[config.mk]
export PLATFORM = sky130hd
export DESIGN_NAME = icache_tag_store
export DESIGN_NICKNAME = d
export VERILOG_FILES = /design/src/source/icache_pkg.sv /design/src/source/icache_tag_store.sv
export SDC_FILE = /design/constraint.sdc
export NUM_CORES = 2
export LEC_CHECK = 0
export BUFFER_PORTS_ARGS = -buffer_cell sky130_fd_sc_hd__clkbuf_2
export CAP_MARGIN = 10
export CELL_PAD_IN_SITES_DETAIL_PLACEMENT = 2
export CELL_PAD_IN_SITES_GLOBAL_PLACEMENT = 2
export CORE_MARGIN = 1
export CORE_UTILIZATION = 25
export DETAILED_ROUTE_END_ITERATION = 10
export PLACE_DENSITY_LB_ADDON = 0.1
export SYNTH_ARGS = -nofsm -noshare
export SYNTH_HDL_FRONTEND = slang
export SYNTH_SLANG_ARGS = --single-unit
[constraint.sdc]
create_clock -name clk -period 5.5 [get_ports clk]
set_input_delay 1.375 -clock clk [delete_from_list [all_inputs] [get_ports clk]]
set_output_delay 1.375 -clock clk [all_outputs]
set_load 0.02 [all_outputs]
[src/source/icache_pkg.sv]
package icache_pkg;

  // bus and address widths
  localparam int XLEN = 32;

  // address split into tag, index and offset
  localparam int TAG_W    = 19;
  localparam int INDEX_W  = 7;
  localparam int OFFSET_W = 6;

  // cache geometry, 128 lines of 16 words
  localparam int LINE_WORDS = 16;
  localparam int SETS       = 128;

  // beat counter covers one full line burst
  localparam int BEAT_W = 4;

  // uncached window 0x1000_0000 .. 0x1fff_ffff
  localparam logic [XLEN-1:0] UNCACHE_BASE = 32'h1000_0000;
  localparam logic [XLEN-1:0] UNCACHE_MASK = 32'hf000_0000;

  // fetch address as split fields
  typedef struct packed {
    logic [TAG_W-1:0]   tag;
    logic [INDEX_W-1:0] index;
    // word within the line
    logic [BEAT_W-1:0]  word;
    // byte within the word, ignored on fetch
    logic [1:0]         byte_off;
  } fetch_fields_t;

  // same 32 bits seen raw or as fields
  typedef union packed {
    logic [XLEN-1:0] raw;
    fetch_fields_t   f;
  } fetch_addr_u;

  // controller states
  typedef enum logic [2:0] {
    RST,
    IDLE,
    LOOKUP,
    MISS,
    UNCACHED,
    REPLAY,
    DONE
  } ctrl_state_e;

endpackage

[src/source/icache_tag_store.sv]
`timescale 1ns/100ps

module icache_tag_store import icache_pkg::*; #(
  parameter int SETS = icache_pkg::SETS
) (
  input  logic        clk,
  input  logic        rst,
  input  fetch_addr_u rd_addr_i,
  input  logic        wr_i,
  output logic        hit_o
);

  // index bits used for the set, the rest joins the tag
  localparam int IDX_B  = $clog2(SETS);
  localparam int LINE_W = TAG_W + INDEX_W;
  localparam int KEY_W  = LINE_W - IDX_B;

  logic [KEY_W-1:0]  tag_mem [SETS];
  logic [SETS-1:0]   valid_q;

  // read side, registered
  fetch_addr_u       rd_q;
  logic [KEY_W-1:0]  tag_q;
  logic              valid_bit_q;

  logic [LINE_W-1:0] rd_line;
  logic [IDX_B-1:0]  rd_set;
  logic [LINE_W-1:0] q_line;
  logic [IDX_B-1:0]  q_set;
  logic [KEY_W-1:0]  q_key;

  assign rd_line = {rd_addr_i.f.tag, rd_addr_i.f.index};
  assign rd_set  = rd_line[IDX_B-1:0];

  // captured address, also the write target
  assign q_line = {rd_q.f.tag, rd_q.f.index};
  assign q_set  = q_line[IDX_B-1:0];
  assign q_key  = q_line[LINE_W-1:IDX_B];

  always_ff @(posedge clk) begin
    rd_q  <= rd_addr_i;
    tag_q <= tag_mem[rd_set];
    if (wr_i) begin
      tag_mem[q_set] <= q_key;
    end
  end

  // valid bits cleared on reset
  always_ff @(posedge clk) begin
    if (rst) begin
      valid_q     <= '0;
      valid_bit_q <= 1'b0;
    end else begin
      valid_bit_q <= valid_q[rd_set];
      if (wr_i) begin
        valid_q[q_set] <= 1'b1;
      end
    end
  end

  // compare on registered values
  assign hit_o = valid_bit_q && (tag_q == q_key);

endmodule

==> metrics.md <==
| Metric | Value |
|---|---|
| RSZ-0062 raised after global routing | `false` |
| Pwr Total | `44.3 mW` |
| # IOs | `36` |
| Number of synthesized flops with an enable pin | `2,432` |
| DR vias | `49,986` |
| Clock buffer depth | `4` |
| Setup crit start kind | `flop` |
| Die Area | `400,000 um^2` |
| Final ANT Viol Nets | `0` |
| Unique cell type count in the Yosys netlist | `47` |
| Sw Pwr | `9.88 mW` |
| Net count, final | `5,438` |
| Pwr Density | `375 nW/um^2` |
| Commonest non-fill, non-tap cell in the layout | `edfxtp_1` |
| Seq cells post-synth | `2,606` |
| Hold Path Class | `reg2reg` |
| Total track usage | `0.164` |
| Hold Buf Count CTS | `0` |
| Leak Pwr | `37.5 nW` |
| Skew final | `44.5 ps` |
| Max-slew headroom | `0.187` |
| Int Power | `34.5 mW` |
| Maximum fanout along the worst path | `50` |
| Number of max-cap violations | `0` |
| Fillers | `39,505` |
| Setup-failing EPs final | `0` |
| Port Buf Inserts | `29` |
| Clock power share | `0.462` |
| Most frequent cells in the layout | `edfxtp_1 (2,432), mux4_2 (468), mux2i_1 (412)` |
| Final Critical Period | `4940 ps` |
| First-pass GRT wire length | `458,000 um` |
| Grt ovf | `0` |
| Main synth FF type | `edfxtp_1` |
| Clk Latency, worst-skew pair | `920 ps` |
| Vias in the first global route | `55,001` |
| Gate power share | `0.046` |
| Net Sw Frac | `0.223` |
| Mapped Cells | `5,024` |
| Largest net degree at the start of global routing | `125` |
| Post-Syn Nets | `5,059` |
| Arr. time, crit path | `3570 ps` |
| Postcts setup bufs | `0` |
| WS Path Type | `reg2out` |
| Async SR Flop Fraction | `0` |
| GP Congestion | `0.720` |
| Netlist Area Pre-Place | `99,300 um^2` |
| CTS resizes | `0` |
| Synth-to-Final Area Change | `19.0%` |
| Status | `finished clean` |
| Chip width | `632 um` |
| Synth Area per Inst | `19.8 um^2` |
| Fin. max-slew vios | `0` |
| Initial Util | `0.251` |
| Clock transition at path regs | `60 ps` |
| Final setup TNS | `0 ps` |
| Clock root cell | `clkbuf_16` |
| DR vias/cell | `4.58` |
| Yosys Warn Count | `0` |
| Die height | `632 um` |
| Final instance area | `118,000 um^2` |
| Required time of the critical path | `4120 ps` |
| Share of layout cells above drive strength 1 | `0.254` |
| Worst VDD drop | `0.278 mV` |
| H-tree levels | `5` |
| CP endpoint kind | `output port` |
| Post-route DRC violation count | `0` |
| Antenna violations before repair | `48` |
| Slew @ Worst Pin | `1220 ps` |
| Part of the power in registers | `0.492` |
| CTS Buf Count | `310` |
| Drt first-iter violations | `3,441` |
| Period Utilization, post-route | `0.899` |
| CTS sink count | `2,606` |
| Fmax | `0.202 GHz` |
| DRT Wirelength | `331,000 um` |
| Sequential area share after synthesis | `0.771` |
| DP HPWL | `196,000 um` |
| Core ar. | `396,000 um^2` |
| CTS tree | `built` |
| Hold Vio Cnt, Final | `0` |
| Cell area after placement | `108,000 um^2` |
| Detailed Routing Iterations Pass 1 | `5` |
| DR WL/cell | `30.3 um` |
| Row cnt | `231` |
critical path: stages (launching register included):
cell	delay, ps
dfxtp_4	730
xor2_1	150
nor4_1	590
nand3_1	260
nor3_2	620
clkbuf_2	290
path summary, 6_finish.rpt:
kind	endpoint	startpoint	depth (start not counted)	slack (ps)
min reg2reg	valid_q[42]	valid_q[42]	2	470
max reg2reg	tag_mem[84][1]	rd_q[10]	3	2150
min	valid_q[42]	valid_q[42]	2	470
max	hit_o	rd_q[30]	5	560
power groups by stage:
stage                     clock (mW)  sequential (mW)  combinational, mW
final                           20.5             21.8               2.03
after global routing            21.9             21.8               2.18
after CTS                       21.2             21.8               2.12
after detailed placement           0             22.2               2.11
after global placement             0             22.2               2.09
after floorplan                    0             22.3              0.993
metal layers:
| metal | up-vias | track usage | wire (um) |
|---|---|---|---|
| li1 | 21227 | - | - |
| met2 | 807 | 0.267 | 157000 |
| met3 | 373 | 0.0252 | 12600 |
| met5 | - | 0 | 28 |
| met4 | 6 | 0.0361 | 6680 |
| met1 | 27573 | 0.230 | 154000 |
final cells by class:
| class | count | area, um^2 | share of cell area |
|---|---|---|---|
| Clock buffer | 409 | 8500 | 0.0720 |
| Inverter | 5 | 21.3 | 0.000180 |
| Sequential cell | 2606 | 76600 | 0.648 |
| Timing Repair Buffer | 335 | 2920 | 0.0248 |
| Antenna cell | 25 | 62.6 | 0.000530 |
| Tap cell | 5242 | 6560 | 0.0555 |
| Clock inverter | 150 | 1480 | 0.0125 |
| Multi-Input combinational cell | 2145 | 22000 | 0.186 |
flip-flops by register name, summed over array words and instances (netlist names):
name / flops
tag_mem: 2432
valid_q: 128
rd_q: 26
tag_q: 19
valid_bit_q: 1
cell families (layout without fill, tap and decap cells):
family                 count (synthesis)  in the layout  synth area share
XOR/XNOR                              19             19           0.00168
multiplexers                         906            906             0.151
AO/OA/AOI/OAI                        361            361            0.0253
AND/OR/NAND/NOR                      859            859            0.0384
flip-flops                          2606           2606             0.771
buffers and inverters                273            899            0.0131
other                                  0             25                 0
stage by stage:
stage	instances	utilization	worst slack [ps]	hold WS (ps)
floorplan	5024	-	1180	435
global placement	10333	0.273	502	446
detailed placement	10333	0.273	474	460
CTS	10892	0.298	273	462
global route	10895	0.298	291	495
finish	10917	0.298	555	468
Yosys cell counts, types with 21 or more instances:
| library cell | count | area (um^2) |
|---|---|---|
| a31oi_1 | 22 | 138 |
| clkbuf_1 | 130 | 488 |
| dfxtp_1 | 174 | 3480 |
| a21oi_1 | 96 | 480 |
| mux2i_1 | 412 | 4120 |
| mux2_2 | 26 | 293 |
| nand3_1 | 91 | 455 |
| edfxtp_1 | 2432 | 73000 |
| buf_1 | 21 | 78.8 |
| mux4_2 | 468 | 10500 |
| nor2_1 | 448 | 1680 |
| a22oi_1 | 173 | 1300 |
| nand4_1 | 27 | 169 |
| nor2b_1 | 47 | 294 |
| buf_4 | 31 | 233 |
| nand2_1 | 168 | 631 |
| buf_2 | 77 | 385 |
No activity file was read; power rests on OpenSTA's default activity.
