**src/source/icache_pkg.sv**
```systemverilog
package icache_pkg;

  // bus and address widths
  localparam int XLEN = 32;

  // address split into tag, index and offset
  localparam int TAG_W    = 19;
  localparam int INDEX_W  = 7;
  localparam int OFFSET_W = 6;

  // cache geometry, 128 lines of 16 words
  localparam int LINE_WORDS = 16;
  localparam int SETS       = 128;

  // beat counter covers one full line burst
  localparam int BEAT_W = 4;

  // uncached window 0x1000_0000 .. 0x1fff_ffff
  localparam logic [XLEN-1:0] UNCACHE_BASE = 32'h1000_0000;
  localparam logic [XLEN-1:0] UNCACHE_MASK = 32'hf000_0000;

  // fetch address as split fields
  typedef struct packed {
    logic [TAG_W-1:0]   tag;
    logic [INDEX_W-1:0] index;
    // word within the line
    logic [BEAT_W-1:0]  word;
    // byte within the word, ignored on fetch
    logic [1:0]         byte_off;
  } fetch_fields_t;

  // same 32 bits seen raw or as fields
  typedef union packed {
    logic [XLEN-1:0] raw;
    fetch_fields_t   f;
  } fetch_addr_u;

  // controller states
  typedef enum logic [2:0] {
    RST,
    IDLE,
    LOOKUP,
    MISS,
    UNCACHED,
    REPLAY,
    DONE
  } ctrl_state_e;

endpackage

```
**src/source/mem_reader.sv**
```systemverilog
`timescale 1ns/100ps

module mem_reader import icache_pkg::*; (
  input  logic               clk,
  input  logic               rst,
  // request from the controller
  input  logic               start_refill_i,
  input  logic               start_uncached_i,
  input  logic [XLEN-1:0]    req_addr_i,
  // memory read port
  output logic               mem_arvalid_o,
  output logic [XLEN-1:0]    mem_addr_o,
  output logic [7:0]         mem_len_o,
  input  logic               mem_rvalid_i,
  input  logic [XLEN-1:0]    mem_rdata_i,
  // refill beats toward the data store
  output logic               beat_valid_o,
  output logic [BEAT_W-1:0]  beat_index_o,
  output logic [XLEN-1:0]    beat_data_o,
  output logic [INDEX_W-1:0] line_index_o,
  // completion
  output logic               refill_done_o,
  output logic               uncached_done_o,
  output logic [XLEN-1:0]    uncached_word_o
);

  logic              arvalid_q;
  logic [XLEN-1:0]   addr_q;
  logic [7:0]        len_q;
  logic              refill_q;
  logic [BEAT_W-1:0] beat_cnt_q;
  logic              done_q;
  logic [XLEN-1:0]   word_q;
  logic              start;
  logic              beat;
  logic              last_beat;

  assign start = start_refill_i || start_uncached_i;

  // one beat per cycle with valid on both sides
  assign beat      = arvalid_q && mem_rvalid_i;
  assign last_beat = (beat_cnt_q == len_q[BEAT_W-1:0]);

  always_ff @(posedge clk) begin
    if (rst) begin
      arvalid_q  <= 1'b0;
      refill_q   <= 1'b0;
      beat_cnt_q <= '0;
      done_q     <= 1'b0;
    end else begin
      done_q <= 1'b0;
      if (start) begin
        arvalid_q  <= 1'b1;
        refill_q   <= start_refill_i;
        beat_cnt_q <= '0;
      end else if (beat) begin
        // counter stalls while memory withholds rvalid
        beat_cnt_q <= beat_cnt_q + 1'b1;
        if (last_beat) begin
          // request drops the cycle after the last beat
          arvalid_q <= 1'b0;
          done_q    <= refill_q;
        end
      end
    end
  end

  // address and length held for the whole request
  always_ff @(posedge clk) begin
    if (start) begin
      addr_q <= req_addr_i;
      // full line burst or single word
      len_q  <= start_refill_i ? 8'(LINE_WORDS - 1) : 8'd0;
    end
    if (beat && !refill_q) begin
      word_q <= mem_rdata_i;
    end
  end

  assign mem_arvalid_o = arvalid_q;
  assign mem_addr_o    = addr_q;
  assign mem_len_o     = len_q;

  // refill beats only
  assign beat_valid_o = beat && refill_q;
  assign beat_index_o = beat_cnt_q;
  assign beat_data_o  = mem_rdata_i;
  assign line_index_o = addr_q[OFFSET_W +: INDEX_W];

  assign refill_done_o = done_q;

  // single beat seen in its own cycle, held after
  assign uncached_done_o = beat && !refill_q;
  assign uncached_word_o = uncached_done_o ? mem_rdata_i : word_q;

endmodule

```
**config.mk**
```make
export PLATFORM = sky130hd
export DESIGN_NAME = mem_reader
export DESIGN_NICKNAME = d
export VERILOG_FILES = /design/src/source/icache_pkg.sv /design/src/source/mem_reader.sv
export SDC_FILE = /design/constraint.sdc
export NUM_CORES = 1
export LEC_CHECK = 0
export BUFFER_PORTS_ARGS = -buffer_cell sky130_fd_sc_hd__buf_2
export CAP_MARGIN = 20
export CORE_ASPECT_RATIO = 1.4
export CORE_UTILIZATION = 37
export DETAILED_ROUTE_END_ITERATION = 16
export GPL_ROUTABILITY_DRIVEN = 0
export PLACE_DENSITY = 0.88
export SYNTH_ARGS = -nofsm -noshare
export SYNTH_HDL_FRONTEND = slang
export SYNTH_SLANG_ARGS = --single-unit
```
**constraint.sdc**
```tcl
create_clock -name clk -period 1.4 [get_ports clk]
set_input_delay 0.14 -clock clk [delete_from_list [all_inputs] [get_ports clk]]
set_output_delay 0.14 -clock clk [all_outputs]
set_load 0.1 [all_outputs]
```
==> summary.md, run 1 <==
| Metric | Value |
|---|---|
| Outcome | complete, but fails checks |
| Violated checks | negative setup slack |
| Share of cells above drive strength 1 | 67.01% |
| Cell Area, Synth | 2690 um^2 |
| Pre-CTS setup slack | -76.67 ps |
| Min Hold Slack | 32.45 ps |
| HPWL Detailed | 4596 um |
| Most common flop cell mapped by yosys | dfxtp_1 |
| Core area | 6982 um^2 |
| Most frequent cell after synthesis | buf_4 |
| Initial core utilization | 38.53% |
| Critical Path Start Type | flip-flop |
| Terminus of the critical flop-to-flop path | word_q[10]$_DFF_P_ |
| Number of synthesized flops with an enable pin | 33 |
| Metal1 wirelength | 2414 um |
| Hold Violations, Final | 0 |
| FF-to-FF setup slack | 50 ps |
| Cell Pwr Density | 1939 nW/um^2 |
| Max-cap violations | 0 |
| Path depth of the worst reg2reg path | 6 |
| Gr usage total | 18.05% |
| Peak VDD IR | 1394 uV |
| Hold path endpoint | mem_len_o[2]$_DFFE_PP_ |
| Ant diodes | 0 |
| Final Util | 68.62% |
| Nets@finish | 450 |
| Num CTS Buffers | 9 |
| Die height | 102.9 um |
| Synth Warn # | 0 |
| Synth top cells by count | buf_4, dfxtp_1, edfxtp_1 |
| Remaining Overflow, GRT | 0 |
| Clock skew | 10.30 ps |
| I/O pin count | 188 |
| CTS sink count | 72 |
| CTS tree | yes |
| Fmax | 553.7 MHz |
| H-tree depth | 3 |
| Top-area cell type share of the netlist area | 36.84% |
| Cells after synthesis | 182 |
| Die width | 74.07 um |
| Top routing layer in use | met4 |
| Final Max Tran Viols | 0 |
| Yosys reg bits | 72 |
| Die ar. | 7621 um^2 |
| Fin worst setup slack | -405.9 ps |
| Reg2reg start | mem_arvalid_o$_SDFFE_PP0P_ |
| First drt pass iteration count | 4 |
| RSZ-0062 raised after global routing | yes |
| Final period utilization | 129.0% |
| Crit path required time | 1260 ps |
| Synth cell types | 22 |
| Crit Path Max Fanout | 5 |
| Initial antenna violation count | 0 |
| Crit path from | mem_arvalid_o$_SDFFE_PP0P_ |
| Hold Crit Start | start_refill_i |
| Pwr Total | 0.009289 W |
| Hold Path Class | in2reg |
| WL per Instance | 14.61 um |
| Root Driver | clkbuf_8 |
| Min Clock Period, post-route | 1806 ps |
| # DRC | 0 |
| Num rows | 36 |
| Avg Cell Area, Syn | 14.78 um^2 |
| Post-route ant nets | 0 |
| Crit end category | primary output |
| Most area-hungry cell type in the Yosys netlist | edfxtp_1 |
| Critical Path AT | 1670 ps |
| First-pass GRT wire length | 9770 um |
| # port buffers | 183 |
| Clock transition at the registers of the reported paths | 80 ps |
| Hold path cells | 1 |
| Post-synth ARST share | 0% |
| Vias in the first global route | 2033 |
| Sequential share of the synthesized area | 65.86% |
| Vias per cell | 4.250 |
| Drt total wl | 7012 um |
| Latest clock arrival within the worst-skew pair | 340 ps |
| DRT iter0 DRCs | 63 |
| Setup violations, final | 33 |
| Met3 WL post-DR | 591 um |
| Via count | 2040 |
| Clock Tree Buf Depth | 2 |
| P&R area growth vs syn | 78.09% |
| Largest net degree at the start of global routing | 34 |
| Leak pwr | 2.257 nW |
| WL met2 | 3879 um |
| WS Path Type | reg2out |
| Synth area leaders | edfxtp_1, dfxtp_1, buf_4 |
-- state kept, by name, indices dropped and copies added, names as in the netlist --
| name | count |
|---|---|
| mem_addr_o | 32 |
| word_q | 32 |
| beat_index_o | 4 |
| mem_arvalid_o | 1 |
| mem_len_o | 1 |
| refill_done_o | 1 |
| refill_q | 1 |
-- repair_timing --
action                     4_1_cts  5_1_grt
pin swaps                        1        0
resized for setup               11        5
hold endpoints to repair        34        0
hold buffers                    33        0
setup endpoints to repair       39       34
buffers inserted                 2        2
cloned                           1        1
-- area by class of cell --
class	instances	area, um^2
inverter	2	7.507
timing repair buffer	233	1982
sequential	72	1783
clock inverter	7	100.1
clock buffer	9	123.9
tap	95	118.9
multi-input combinational	62	675.6
fill	457	2191
-- power breakdown --
part           switching [W]  internal, W
logic                0.00340      0.00144
clock network       0.000809      0.00102
registers           0.000106      0.00252
total                0.00431      0.00498
-- cell families after synthesis --
logic type / Yosys count / synth area share [%]
flip-flops: 72 / 65.86
buffers and inverters: 51 / 14.37
other: 1 / 0.1394
multiplexers: 32 / 13.40
XOR/XNOR: 2 / 0.6513
AND/OR/NAND/NOR: 17 / 3.581
AO/OA/AOI/OAI: 6 / 1.535
adder cells (fa/ha/maj): 1 / 0.4650
-- metal layers --
layer  vias up  track usage (%)
met5         -                0
met4         0            7.840
met3        10            6.940
met2       129            34.55
met1       923            16.36
li1        978                -
-- per-stage QoR --
step	setup TNS (ps)	area (um^2)	std cells
final	-12340	4791	480
after global routing	-15050	4791	480
after CTS	-13330	4732	477
after detailed placement	-1783	4091	425
after global placement	-875.9	4091	425
after floorplan	-18990	2903	185
-- layout by cell type (no fill, tap or decap), drive strengths merged --
cell type,instances
conb,4
dfxtp,39
xor2,2
o22ai,1
o21ai,1
a311oi,1
bufinv,2
nor2,6
and4b,1
and3,1
buf,199
nand2,3
a21oi,3
or3,2
inv,5
ha,1
edfxtp,33
mux2,32
nand3,3
dlygate4sd3,33
clkinv,2
or4,1
clkbuf,10
-- worst max-delay path: stages (launching register included) --
cell and delay (ps):
dfxtp_4 360, nand2_4 60, nor2_4 130, buf_12 140, clkbuf_16 140, mux2_4 320
buf_12 170
-- how the worst max path moves through the flow --
stage,endpoint,slack [ps],depth (start not counted)
global placement,uncached_word_o[9],-40,5
finish,uncached_word_o[18],-410,6
global route,uncached_word_o[7],-480,6
floorplan,word_q[16]$_DFF_P_,-340,4
CTS,uncached_word_o[21],-430,6
detailed placement,uncached_word_o[16],-80,5
No activity file was read; power rests on OpenSTA's default activity.
==> run 2: changes to the inputs <==
--- a/config.mk
+++ b/config.mk
@@ -11,7 +11,9 @@
 export CORE_UTILIZATION = 37
 export DETAILED_ROUTE_END_ITERATION = 16
 export GPL_ROUTABILITY_DRIVEN = 0
+export HOLD_SLACK_MARGIN = 0.12
 export PLACE_DENSITY = 0.88
+export REMOVE_ABC_BUFFERS = 1
 export SYNTH_ARGS = -nofsm -noshare
 export SYNTH_HDL_FRONTEND = slang
 export SYNTH_SLANG_ARGS = --single-unit
==> run 2 against run 1 <==
The flow still finishes with violations (negative setup slack). First-iteration DRC count decreased by 43%. Die area unchanged. Via count increased by 4.2%. Critical endpoint is now uncached_word_o[15]. Final cell count grew 2.1%. Highest routed layer unchanged. Clock power is 13% lower. Count of clock-buffer cells in the layout is the same. Sequential cell count is the same. Sequential power about the same. Combinational power decreased by 6.6%. Design area fell by 3.0%. Critical path depth unchanged.
==> summary.md, run 2 (synthesis results as in run 1) <==
| Metric | Value |
|---|---|
| Crit path from | mem_arvalid_o$_SDFFE_PP0P_ |
| Num rows | 36 |
| Via count | 2126 |
| Cell Pwr Density | 1878 nW/um^2 |
| Final Max Tran Viols | 0 |
| Relative slew slack | 65.99% |
| H-tree depth | 3 |
| Initial core utilization | 38.53% |
| Worst Setup EP | uncached_word_o[15] |
| Nets@finish | 460 |
| Path depth of the worst reg2reg path | 3 |
| Clock Tree Buf Depth | 2 |
| RSZ-0062 raised after global routing | yes |
| Commonest non-fill, non-tap cell in the layout | buf_2 |
| HPWL Detailed | 4060 um |
| Most frequent cells in the layout | buf_2, dlygate4sd3_1, dfxtp_1, edfxtp_1, buf_12 |
| Drt total wl | 7388 um |
| Finished Layout Cells | 490 |
| Outcome | complete, but fails checks |
| Clock skew | 7.184 ps |
| Gr usage total | 17.99% |
| Setup violations, final | 33 |
| Remaining Overflow, GRT | 0 |
| Die width | 74.07 um |
| Num CTS Buffers | 9 |
| Root Driver | clkbuf_8 |
| Die height | 102.9 um |
| Core area | 6982 um^2 |
| Crit Path Max Fanout | 8 |
| Vias per cell | 4.339 |
| DRT iter0 DRCs | 36 |
| Reg2reg start | beat_index_o[0]$_SDFFE_PP0P_ |
| # DRC | 0 |
| Number of fill cells in the layout | 463 |
| Terminus of the critical flop-to-flop path | refill_done_o$_SDFF_PP0_ |
| Cell area after layout | 4646 um^2 |
| Min Hold Slack | 65.69 ps |
| # port buffers | 183 |
| Placed Cells | 421 |
| CTS tree | yes |
| Crit end category | primary output |
| WS Path Type | reg2out |
| First drt pass iteration count | 4 |
| Fmax | 545.6 MHz |
| I/O pin count | 188 |
| Die ar. | 7621 um^2 |
| FF-to-FF setup slack | 80 ps |
| Critical Path AT | 1690 ps |
| Vias in the first global route | 2092 |
| Violated checks | negative setup slack |
| Initial antenna violation count | 0 |
| Clock transition at the registers of the reported paths | 80 ps |
| Latest clock arrival within the worst-skew pair | 340 ps |
| Peak VDD IR | 1389 uV |
| Pre-CTS setup slack | -174.2 ps |
| Min Clock Period, post-route | 1833 ps |
| Slew @ Worst Pin | 513.6 ps |
| P&R area growth vs syn | 72.70% |
| Instance area after placement | 3497 um^2 |
| Hold Violations, Final | 0 |
| Largest net degree at the start of global routing | 34 |
| Ant diodes | 0 |
| Critical Path Start Type | flip-flop |
| Share of cells above drive strength 1 | 59.24% |
| WL per Instance | 15.08 um |
| Final period utilization | 130.9% |
| Max-cap violations | 0 |
| Post-route ant nets | 0 |
| Leak pwr | 2.155 nW |
| Hold Path Class | in2reg |
| First-pass GRT wire length | 9873 um |
| Fin worst setup slack | -432.7 ps |
| CTS sink count | 72 |
| Crit path required time | 1260 ps |
## run 2: cell types whose count changed in the layout (fill, tap and decap cells not counted), sizes merged
cell	change
inv	-2
buf	-6
clkinvlp	+2
clkinv	+1
dlygate4sd3	+15
bufinv	-1
clkbuf	+1
## run 2: worst min path at each step
stage / end / depth (start not counted) / startpoint / slack, ps
after floorplan: mem_arvalid_o$_SDFFE_PP0P_ / 1 / rst / 210
after global placement: mem_addr_o[24]$_DFFE_PP_ / 1 / req_addr_i[24] / 320
after detailed placement: mem_addr_o[3]$_DFFE_PP_ / 1 / req_addr_i[3] / 320
after CTS: word_q[1]$_DFF_P_ / 2 / mem_rdata_i[1] / 40
after global routing: word_q[10]$_DFF_P_ / 2 / mem_rdata_i[10] / 60
final: word_q[30]$_DFF_P_ / 2 / mem_rdata_i[30] / 70
## run 2: per-layer routing
metal,part of all wire [%],GRT usage (%),vias to the layer above
met4,2.0,10.21,0
li1,-,-,1002
met3,7.8,4.692,13
met1,35,17.53,968
met5,0,0,-
met2,55,33.50,143
## run 2: final cells by class
type / count / area, um^2 / area share, %
repair buffers: 243 / 1943 / 41.83
flip-flops and latches: 72 / 1774 / 38.19
well taps: 95 / 118.9 / 2.559
multi-input cells: 62 / 606.8 / 13.06
clock buffers: 9 / 123.9 / 2.666
clock inverters: 7 / 71.32 / 1.535
inverters: 2 / 7.507 / 0.1616
## run 2: repair_timing
item                       4_1_cts  5_1_grt
hold buffers                    43        5
setup endpoints to repair       38       38
gates cloned                     2        0
buffers inserted                 2        1
pin swaps                        0        1
gates resized for setup        105       22
hold endpoints to repair        67       24
## run 2: metrics by stage
stage | utilization [%] | total power [W] | setup TNS (ps)
6_report | 66.54 | 0.008726 | -13460
5_1_grt | 66.54 | 0.008980 | -16010
4_1_cts | 64.77 | 0.008611 | -13510
3_5_place_dp | 50.09 | 0.006390 | -4442
3_3_place_gp | 50.09 | 0.006350 | -3228
2_1_floorplan | - | 0.005430 | -142490
## run 2: worst max-delay path, stage by stage, from the launching register on
cell and delay, ps:
dfxtp_2 340, nand2_2 70, nor2_4 170, buf_12 140, buf_16 130, mux2_4 330
buf_12 170
## run 2: report_power, final
| part | internal (W) | leakage (nW) | switching, W |
|---|---|---|---|
| logic | 0.00115 | 1.40 | 0.00337 |
| registers | 0.00252 | 0.664 | 0.0000997 |
| clock network | 0.000822 | 0.0933 | 0.000770 |
