$ cat src/source/icache_pkg.sv
package icache_pkg;

  // bus and address widths
  localparam int XLEN = 32;

  // address split into tag, index and offset
  localparam int TAG_W    = 19;
  localparam int INDEX_W  = 7;
  localparam int OFFSET_W = 6;

  // cache geometry, 128 lines of 16 words
  localparam int LINE_WORDS = 16;
  localparam int SETS       = 128;

  // beat counter covers one full line burst
  localparam int BEAT_W = 4;

  // uncached window 0x1000_0000 .. 0x1fff_ffff
  localparam logic [XLEN-1:0] UNCACHE_BASE = 32'h1000_0000;
  localparam logic [XLEN-1:0] UNCACHE_MASK = 32'hf000_0000;

  // fetch address as split fields
  typedef struct packed {
    logic [TAG_W-1:0]   tag;
    logic [INDEX_W-1:0] index;
    // word within the line
    logic [BEAT_W-1:0]  word;
    // byte within the word, ignored on fetch
    logic [1:0]         byte_off;
  } fetch_fields_t;

  // same 32 bits seen raw or as fields
  typedef union packed {
    logic [XLEN-1:0] raw;
    fetch_fields_t   f;
  } fetch_addr_u;

  // controller states
  typedef enum logic [2:0] {
    RST,
    IDLE,
    LOOKUP,
    MISS,
    UNCACHED,
    REPLAY,
    DONE
  } ctrl_state_e;

endpackage

$ cat src/source/icache_ctrl.sv
`timescale 1ns/100ps

module icache_ctrl import icache_pkg::*; (
  input  logic            clk,
  input  logic            rst,
  // fetch request, held until accepted
  input  logic            fetch_valid_i,
  input  fetch_addr_u     fetch_addr_i,
  output logic            fetch_ready_o,
  output logic            rdata_valid_o,
  output logic [XLEN-1:0] rdata_o,
  // store results, one cycle after the address
  input  logic            hit_i,
  input  logic [XLEN-1:0] line_word_i,
  // memory reader status
  input  logic            refill_done_i,
  input  logic            uncached_done_i,
  input  logic [XLEN-1:0] uncached_word_i,
  // store address and refill control
  output fetch_addr_u     lookup_addr_o,
  output logic            tag_write_o,
  output logic            start_refill_o,
  output logic            start_uncached_o,
  output logic [XLEN-1:0] req_addr_o
);

  ctrl_state_e     state_q;
  ctrl_state_e     state_d;
  fetch_addr_u     req_q;
  logic            accept;
  logic            is_uncached;
  logic            lookup_hit;
  logic            rdata_valid_q;
  logic [XLEN-1:0] rdata_q;

  // request taken only while idle
  assign fetch_ready_o = (state_q == IDLE);
  assign accept        = fetch_valid_i && fetch_ready_o;

  // uncached window test on the captured address
  assign is_uncached = (req_q.raw & UNCACHE_MASK) == UNCACHE_BASE;

  // uncached wins over any stale hit
  assign lookup_hit = (state_q == LOOKUP) && !is_uncached && hit_i;

  // stores see the live address on accept, the held one otherwise
  // replay re-presents the held address after the refill
  assign lookup_addr_o = (state_q == IDLE) ? fetch_addr_i : req_q;

  // one-cycle start pulses, issued from lookup
  assign start_refill_o   = (state_q == LOOKUP) && !is_uncached && !hit_i;
  assign start_uncached_o = (state_q == LOOKUP) && is_uncached;

  // tag goes valid together with the refill done pulse
  assign tag_write_o = (state_q == MISS) && refill_done_i;

  // line address for a burst, word address for a single read
  assign req_addr_o = is_uncached ? {req_q.raw[XLEN-1:2], 2'b00}
                                  : {req_q.raw[XLEN-1:OFFSET_W], {OFFSET_W{1'b0}}};

  always_comb begin
    state_d = state_q;
    case (state_q)
      RST: state_d = IDLE;
      IDLE: begin
        if (fetch_valid_i) begin
          state_d = LOOKUP;
        end
      end
      LOOKUP: begin
        if (is_uncached) begin
          state_d = UNCACHED;
        end else if (hit_i) begin
          state_d = DONE;
        end else begin
          state_d = MISS;
        end
      end
      // wait for the last burst beat
      MISS: begin
        if (refill_done_i) begin
          state_d = REPLAY;
        end
      end
      UNCACHED: begin
        if (uncached_done_i) begin
          state_d = DONE;
        end
      end
      REPLAY: state_d = LOOKUP;
      // valid pulse cycle
      DONE: state_d = IDLE;
      default: state_d = IDLE;
    endcase
  end

  always_ff @(posedge clk) begin
    if (rst) begin
      state_q       <= RST;
      rdata_valid_q <= 1'b0;
    end else begin
      state_q       <= state_d;
      // single pulse, raised by a hit or the uncached beat
      rdata_valid_q <= lookup_hit || ((state_q == UNCACHED) && uncached_done_i);
    end
  end

  // request address and returned word
  always_ff @(posedge clk) begin
    if (accept) begin
      req_q <= fetch_addr_i;
    end
    if (lookup_hit) begin
      rdata_q <= line_word_i;
    end else if ((state_q == UNCACHED) && uncached_done_i) begin
      rdata_q <= uncached_word_i;
    end
  end

  assign rdata_valid_o = rdata_valid_q;
  assign rdata_o       = rdata_q;

endmodule

$ cat config.mk
export PLATFORM = sky130hd
export DESIGN_NAME = icache_ctrl
export DESIGN_NICKNAME = d
export VERILOG_FILES = /design/src/source/icache_pkg.sv /design/src/source/icache_ctrl.sv
export SDC_FILE = /design/constraint.sdc
export NUM_CORES = 1
export LEC_CHECK = 0
export ABC_CLOCK_PERIOD_IN_PS = 2700
export BUFFER_PORTS_ARGS = -buffer_cell sky130_fd_sc_hd__buf_2
export CAP_MARGIN = 20
export CORE_ASPECT_RATIO = 0.75
export CORE_MARGIN = 8
export CORE_UTILIZATION = 44
export DETAILED_ROUTE_END_ITERATION = 8
export MAX_ROUTING_LAYER = met4
export PLACE_DENSITY = 0.81
export SETUP_SLACK_MARGIN = 0.2
export SYNTH_ARGS = -nofsm -noshare
export SYNTH_HDL_FRONTEND = slang
export SYNTH_SLANG_ARGS = --single-unit
$ cat constraint.sdc
create_clock -name clk -period 2.7 [get_ports clk]
set_clock_uncertainty 0.1 [all_clocks]
set_input_delay 0.405 -clock clk [delete_from_list [all_inputs] [get_ports clk]]
set_output_delay 0.405 -clock clk [all_outputs]
set_load 0.01 [all_outputs]
==> run summary, run 1 <==
======================================================================================================
Area growth from synthesis to layout                                                             31.4%
XOR/XNOR Fraction of Synth Area                                                                      0
Count of nets after finishing                                                                      492
Setup Viol. Count Final                                                                              0
Total gr overflow                                                                                    0
Syn_area_per_cell                                                                             16.4 µm²
Initial standard-cell utilization of the core                                                    0.444
Terminus of the critical flop-to-flop path                                                  rdata_o[9]
Number of storage elements in the synthesis netlist                                                 68
Leak Pwr                                                                                       2.06 nW
Critical path peak fanout                                                                           34
Die Footprint                                                                               10,900 µm²
Diodes inserted                                                                                      0
EDFF count, synth                                                                                   64
Final sum of negative setup slack                                                                 0 ns
Top-level port count                                                                               203
Largest family of logic cells by synthesized area                                         multiplexers
Post-detailed-route wirelength per cell                                                        17.6 µm
Placeable core region                                                                         7710 µm²
Total non-filler cell area in the finished layout                                             4500 µm²
Proportion of synthesized chip area in sequential cells                                          0.584
Main area contributors after synthesis                                                    edfxtp_1 56%, mux2_4 12%, mux2_2 12%
Gate count after technology mapping                                                                209
Largest net degree at the start of global routing                                                   35
Data arrival time of the worst path                                                            1.79 ns
Number of buffers created by CTS                                                                     9
Simple-gate share of the synthesized area                                                       0.0562
Number of distinct standard cells referenced by the synthesized netlist                             30
Die Ht                                                                                         92.4 µm
Area share of the largest cell type after synthesis                                              0.561
Critical R2R Launch                                                                          req_q[29]
Total iterations of the first detailed-routing run                                                   4
Termination of the worst setup path                                                       lookup_addr_o[9]
Proportion of synthesized area in mux cells                                                      0.241
Clock transition at the register clock pins on the worst setup and hold paths after CTS        0.07 ns
I/O Buffers                                                                                        200
Post-detailed-placement cell area                                                             4310 µm²
Maximum buffer depth of the clock tree                                                               2
Via count                                                                                        2,287
Max-capacitance violation count                                                                      0
Power density over the cells                                                                727 nW/µm²
Number of nets still failing antenna checks after routing                                            0
Count of clock tree sinks                                                                           68
Worst setup path category                                                                 flop to output pin
Post-layout min period                                                                         2.29 ns
Row count                                                                                           28
Count of final hold-check violations                                                                 0
Largest stage delay on the critical path                                                       0.43 ns
Buffers inserted by post-CTS timing repair                                                           0
Adder-cell share of the synthesized area                                                             0
Setup repair after global routing missed its margin                                              false
R2R cell count                                                                                       5
Kind of capture point of the worst setup path                                               output pin
Launching instance or port of the critical path                                             state_q[0]
Share of cells above drive strength 1                                                            0.747
Antenna violations before repair                                                                     0
Ordered list of cells on the worst path                                                   inv_1 -> nor3_4 -> buf_12 -> mux2_2 -> buf_2
Largest vdd supply drop                                                                       0.329 mV
Period Utilization, post-route                                                                   0.850
Global routing usage summed across all routing layers                                            0.158
Global-route wire length before repair                                                       13,300 µm
Worst hold path type                                                                      input port to flop
Result of the run                                                                         complete, no violations
Fraction of the mapped netlist area in compound gates                                           0.0267
Share of synthesized flip-flops with an asynchronous set or reset                                    0
Max H-tree Level                                                                                     3
Number of DRC markers after the initial detailed-route iteration                                    94
Startpoint kind of the worst setup timing path                                                    flop
Setup slack on the worst flop-to-flop path                                                     0.60 ns
Cell type with the highest aggregate area in the netlist                                      edfxtp_1
Yosys Warn Count                                                                                     0
Detailed-route vias per instance                                                                  4.57
Root cell of the clock tree                                                                   clkbuf_8
GPL Wtd Cong                                                                                     0.794
Most instantiated flip-flop cell in the synthesis netlist                                     edfxtp_1
Highest clock frequency the design can meet                                                    436 MHz
Routed WL                                                                                      8800 µm
Vias in the first global route                                                                   2,443
Post-synthesis instance area                                                                  3430 µm²
Clock latency of the later-clocked register in the worst-skew pair                             0.34 ns
CTS tree                                                                                          done
Required time of the worst setup path                                                          2.19 ns
CP max stage cell                                                                              dfxtp_4
Final routed DRC violation total                                                                     0
Hold-fix buffers, CTS                                                                                0
Width of the chip                                                                               118 µm
Final HPWL DP                                                                                  7120 µm
Number of max-slew violations in the final report                                                    0
======================================================================================================
[cell type report]
cell class                      count  area (µm²)
Clock inverter                      5        52.6
Inverter                            1        3.75
Multi-Input combinational cell    104        1120
Fill cell                         663        3210
Sequential cell                    68        2010
Tap cell                          105         131
Clock buffer                       11         131
Timing Repair Buffer              206        1060
[critical path, delay by kind of cell, from the launching register on]
| family | cells | cell delay [ns] |
|---|---|---|
| buf+inv | 3 | 0.48 |
| flops | 1 | 0.43 |
| mux | 1 | 0.37 |
| simple gates | 1 | 0.16 |
[Yosys cell counts (all sizes together), types with 2 or more instances]
cell    number
o21bai       4
a221oi       2
nor2         5
edfxtp      64
mux2        64
nor3         2
nor3b        3
dfxtp        4
buf         37
nor2b        2
and2         5
a21oi        3
nand2        4
a211oi       2
[state kept, by name (all words and copies together), names as in the netlist]
signal and cells:
req_q 32, rdata_o 32, state_q 3, rdata_valid_o 1
[cell usage in the layout, fill, tap and decap left out, drive strengths merged, types with 2 or more instances in the layout]
cell type / count
a211oi: 2
a21oi: 3
a221oi: 2
and2: 5
buf: 206
clkbuf: 11
clkinv: 3
conb: 2
dfxtp: 4
edfxtp: 64
mux2: 64
nand2: 4
nor2: 5
nor2b: 2
nor3: 2
nor3b: 3
o21bai: 4
[metal layers]
layer  up-vias  track usage  wire (µm)  part of all wire
met1      1093        0.170       3420              0.39
li1       1113            -          -                 -
met4         0       0.0542        116             0.013
met3        10       0.0432        393             0.045
met2        71        0.280       4860              0.55
met5         -            -          0                 0
[repair_timing]
action                     4_1_cts  5_1_grt
hold endpoints to repair         0        0
gates resized for setup          1        1
gates cloned                     0        0
setup endpoints to repair       32        3
[kinds of logic after synthesis]
kind of cell | count (synthesis)
AOI/OAI and AO/OA | 13
buffers and inverters | 38
DFF | 68
muxes | 64
other | 1
and+or+nand+nor | 25
[worst min-delay path by stage]
stage,start,endpoint,cells after the start
after floorplan,rst,rdata_valid_o,1
after global placement,fetch_addr_i[12],req_q[12],1
after detailed placement,fetch_addr_i[20],req_q[20],1
after CTS,fetch_addr_i[6],req_q[6],1
after global routing,fetch_addr_i[16],req_q[16],1
final,fetch_addr_i[6],req_q[6],1
[per-stage QoR]
step	util	cells	hold WS (ns)	worst slack [ns]	power, W
final	0.584	500	0.150	0.406	0.00327
after global routing	0.584	500	0.130	0.290	0.00344
after CTS	0.584	500	0.133	0.304	0.00332
after detailed placement	0.560	484	0.496	0.498	0.00252
after global placement	0.560	484	0.493	0.552	0.00249
after floorplan	-	210	0.374	0.326	0.00217
[power breakdown]
group          switching, W  leakage (nW)  internal (W)
combinational      0.000532          1.34      0.000545
sequential        0.0000779         0.619       0.00133
clock              0.000366        0.0931      0.000422
Power figures use the tool's default switching activity.
==> run 2: changes to the inputs <==
--- a/config.mk
+++ b/config.mk
@@ -5,15 +5,16 @@
 export SDC_FILE = /design/constraint.sdc
 export NUM_CORES = 1
 export LEC_CHECK = 0
-export ABC_CLOCK_PERIOD_IN_PS = 2700
+export ABC_AREA = 1
+export ABC_CLOCK_PERIOD_IN_PS = 2100
 export BUFFER_PORTS_ARGS = -buffer_cell sky130_fd_sc_hd__buf_2
 export CAP_MARGIN = 20
 export CORE_ASPECT_RATIO = 0.75
 export CORE_MARGIN = 8
-export CORE_UTILIZATION = 44
+export CORE_UTILIZATION = 40
 export DETAILED_ROUTE_END_ITERATION = 8
 export MAX_ROUTING_LAYER = met4
-export PLACE_DENSITY = 0.81
+export PLACE_DENSITY = 0.78
 export SETUP_SLACK_MARGIN = 0.2
 export SYNTH_ARGS = -nofsm -noshare
 export SYNTH_HDL_FRONTEND = slang
==> constraint.sdc (replaced) <==
create_clock -name clk -period 2.1 [get_ports clk]
set_clock_uncertainty 0.1 [all_clocks]
set_input_delay 0.315 -clock clk [delete_from_list [all_inputs] [get_ports clk]]
set_output_delay 0.315 -clock clk [all_outputs]
set_load 0.01 [all_outputs]
==> run 2 against run 1 <==
Net effect:
- worst setup slack worse by 0.14 ns
- synthesized area fell by 0.11%
- synthesized cell count rose by 73%
- power grew 78%
- cell count increased by 31%
- final area increased by 5.0%
- combinational power rose by 140%
- flip-flop and latch count is the same
- clock power increased by 64%
- utilization down 2.0 points
- largest cell class unchanged
- highest routed layer unchanged
==> run summary, run 2 <==
======================================================================================================
Most instantiated flip-flop cell in the synthesis netlist                                     edfxtp_1
Area of the multi-input gates                                                                  932 µm²
Terminus of the critical flop-to-flop path                                                  rdata_o[4]
Worst hold path depth                                                                                1
Switching portion of total power                                                                 0.368
Result of the run                                                                         complete, no violations
Yosys Warn Count                                                                                     0
Width of the chip                                                                               123 µm
Detailed-route vias per instance                                                                  4.53
Vias in the first global route                                                                   3,053
Final routed DRC violation total                                                                     0
R2R cell count                                                                                       5
Number of max-slew violations in the final report                                                    0
CTS tree                                                                                          done
Count of nets after finishing                                                                      646
Post-layout min period                                                                         1.83 ns
GPL Wtd Cong                                                                                     0.819
Clock transition at the register clock pins on the worst setup and hold paths after CTS        0.06 ns
Share of synthesized flip-flops with an asynchronous set or reset                                    0
Critical R2R Launch                                                                          req_q[30]
Hold_ws                                                                                      0.0832 ns
Launching instance or port of the critical path                                             state_q[0]
Hold-fix buffers, CTS                                                                                0
Global routing usage summed across all routing layers                                            0.168
Flop pwr share                                                                                   0.332
Post-detailed-route wirelength per cell                                                        15.3 µm
Placeable core region                                                                         8380 µm²
Clock share of power                                                                             0.221
Met3 Resource Use GR                                                                            0.0352
Row count                                                                                           29
Count of final hold-check violations                                                                 0
Top-level port count                                                                               203
Worst setup path category                                                                 flop to output pin
Hold wc startpoint                                                                        fetch_addr_i[4]
Root cell of the clock tree                                                                  clkbuf_16
Register cell area after layout                                                               2010 µm²
Post-placement setup slack                                                                    0.387 ns
Setup repair after global routing missed its margin                                              false
Worst-case hold path end point                                                                req_q[4]
Cell type with the highest aggregate area in the netlist                                      edfxtp_1
Number of buffers created by CTS                                                                     9
Via count                                                                                        2,971
Most instantiated library cell after synthesis                                                 nand2_1
Leak Pwr                                                                                       2.45 nW
EDFF count, synth                                                                                   64
Die Footprint                                                                               11,800 µm²
Maximum buffer depth of the clock tree                                                               2
Max H-tree Level                                                                                     3
Global-route wire length before repair                                                       14,900 µm
Max-capacitance violation count                                                                      0
Initial standard-cell utilization of the core                                                    0.408
Cell-internal power                                                                          0.00367 W
Area growth from synthesis to layout                                                             38.1%
Highest clock frequency the design can meet                                                    546 MHz
Total iterations of the first detailed-routing run                                                   5
Least setup slack across all paths after layout                                               0.268 ns
Routed WL                                                                                    10,100 µm
Setup slack on the worst flop-to-flop path                                                     0.46 ns
Antenna violations before repair                                                                     0
Post-synth top cells                                                                      131 x nand2_1, 64 x edfxtp_1, 48 x inv_1
Period Utilization, post-route                                                                   0.873
Total gr overflow                                                                                    0
Critical path peak fanout                                                                           10
Share of cells above drive strength 1                                                            0.458
Layer with the highest usage after global routing                                                 met2
Number of nets still failing antenna checks after routing                                            0
Kind of capture point of the worst setup path                                               output pin
Clock latency of the later-clocked register in the worst-skew pair                             0.32 ns
Power after layout                                                                           0.00581 W
Worst hold path type                                                                      input port to flop
Part of the total power dissipated in combinational logic                                        0.446
I/O Buffers                                                                                        200
Placed instance count                                                                              636
Power density over the cells                                                               1230 nW/µm²
Die Ht                                                                                         96.1 µm
Number of distinct standard cells referenced by the synthesized netlist                             22
Final sum of negative setup slack                                                                 0 ns
Most common cell after layout, fill and taps aside                                               buf_2
Proportion of synthesized chip area in sequential cells                                          0.585
Largest net degree at the start of global routing                                                   66
M1 GR Usage                                                                                      0.184
Area share of the largest cell type after synthesis                                              0.562
Diodes inserted                                                                                      0
Largest vdd supply drop                                                                       0.631 mV
Data arrival time of the worst path                                                            1.42 ns
Non-filler cells, final                                                                            656
Final HPWL DP                                                                                  7680 µm
Syn_area_per_cell                                                                             9.45 µm²
Main area contributors after synthesis                                                    edfxtp_1 56%, nand2_1 14%, buf_4 6.1%
Fill count                                                                                         742
Post-synthesis instance area                                                                  3420 µm²
Gate count after technology mapping                                                                362
Number of storage elements in the synthesis netlist                                                 68
Count of clock tree sinks                                                                           68
Required time of the worst setup path                                                          1.68 ns
Highest-count cells in the layout ignoring fill and taps                                  200 x buf_2, 130 x nand2_1, 64 x edfxtp_1
Number of DRC markers after the initial detailed-route iteration                                   170
Global routing usage on met2                                                                     0.293
Net Sw Power                                                                                 0.00214 W
Startpoint kind of the worst setup timing path                                                    flop
Setup Viol. Count Final                                                                              0
======================================================================================================
[run 2: layout make-up]
type | instances | area share
clock buffer | 11 | 0.0492
timing repair buffer | 211 | 0.253
inverter | 50 | 0.0424
clock inverter | 4 | 0.00371
multi-input combinational | 204 | 0.197
tap | 108 | 0.0286
sequential | 68 | 0.426
[run 2: metrics by stage]
stage / area, µm² / utilization
after floorplan: 3440 / -
after global placement: 4340 / 0.517
after detailed placement: 4340 / 0.517
after CTS: 4670 / 0.557
after global routing: 4730 / 0.564
final: 4730 / 0.564
[run 2: worst max-delay path by stage]
stage	to	slack [ns]	depth (start not counted)
floorplan	req_q[0]	0.24	5
global placement	rdata_o[3]	0.40	5
detailed placement	rdata_o[4]	0.39	5
CTS	start_refill_o	0.21	5
global route	lookup_addr_o[23]	0.20	7
finish	lookup_addr_o[31]	0.27	7
[run 2: repair_timing]
item,CTS,global route
pin swaps,2,2
resized for setup,7,10
gates cloned,2,1
endpoints found under the setup margin,32,36
buffers inserted,2,0
[run 2: power groups by stage]
stage	Combinational, W	Clock [W]	Sequential [W]
after floorplan	0.00144	0	0.00199
after global placement	0.00221	0	0.00194
after detailed placement	0.00225	0	0.00196
after CTS	0.00251	0.00131	0.00192
after global routing	0.00287	0.00137	0.00196
final	0.00259	0.00129	0.00193
[run 2: kinds of logic (layout without fill, tap and decap cells)]
kind of cell / Yosys count / in the layout / synth area share
compound gates: 43 / 43 / 0.0782
buf+inv: 91 / 276 / 0.152
flops: 68 / 68 / 0.585
other cells: 1 / 2 / 0.00110
simple gates: 159 / 159 / 0.184
[run 2: critical path, stage by stage (launching register included)]
cell and delay [ns]:
dfxtp_4 0.34, inv_2 0.06, nor2_4 0.04, nand2_4 0.10, clkinv_8 0.09, clkbuf_16 0.18, o21ai_0 0.13, buf_2 0.16
[run 2: metal layers]
metal  vias up  part of all wire
met4         0             0.020
met1      1371              0.40
li1       1482                 -
met3        17             0.051
met5         -                 0
met2       101              0.53
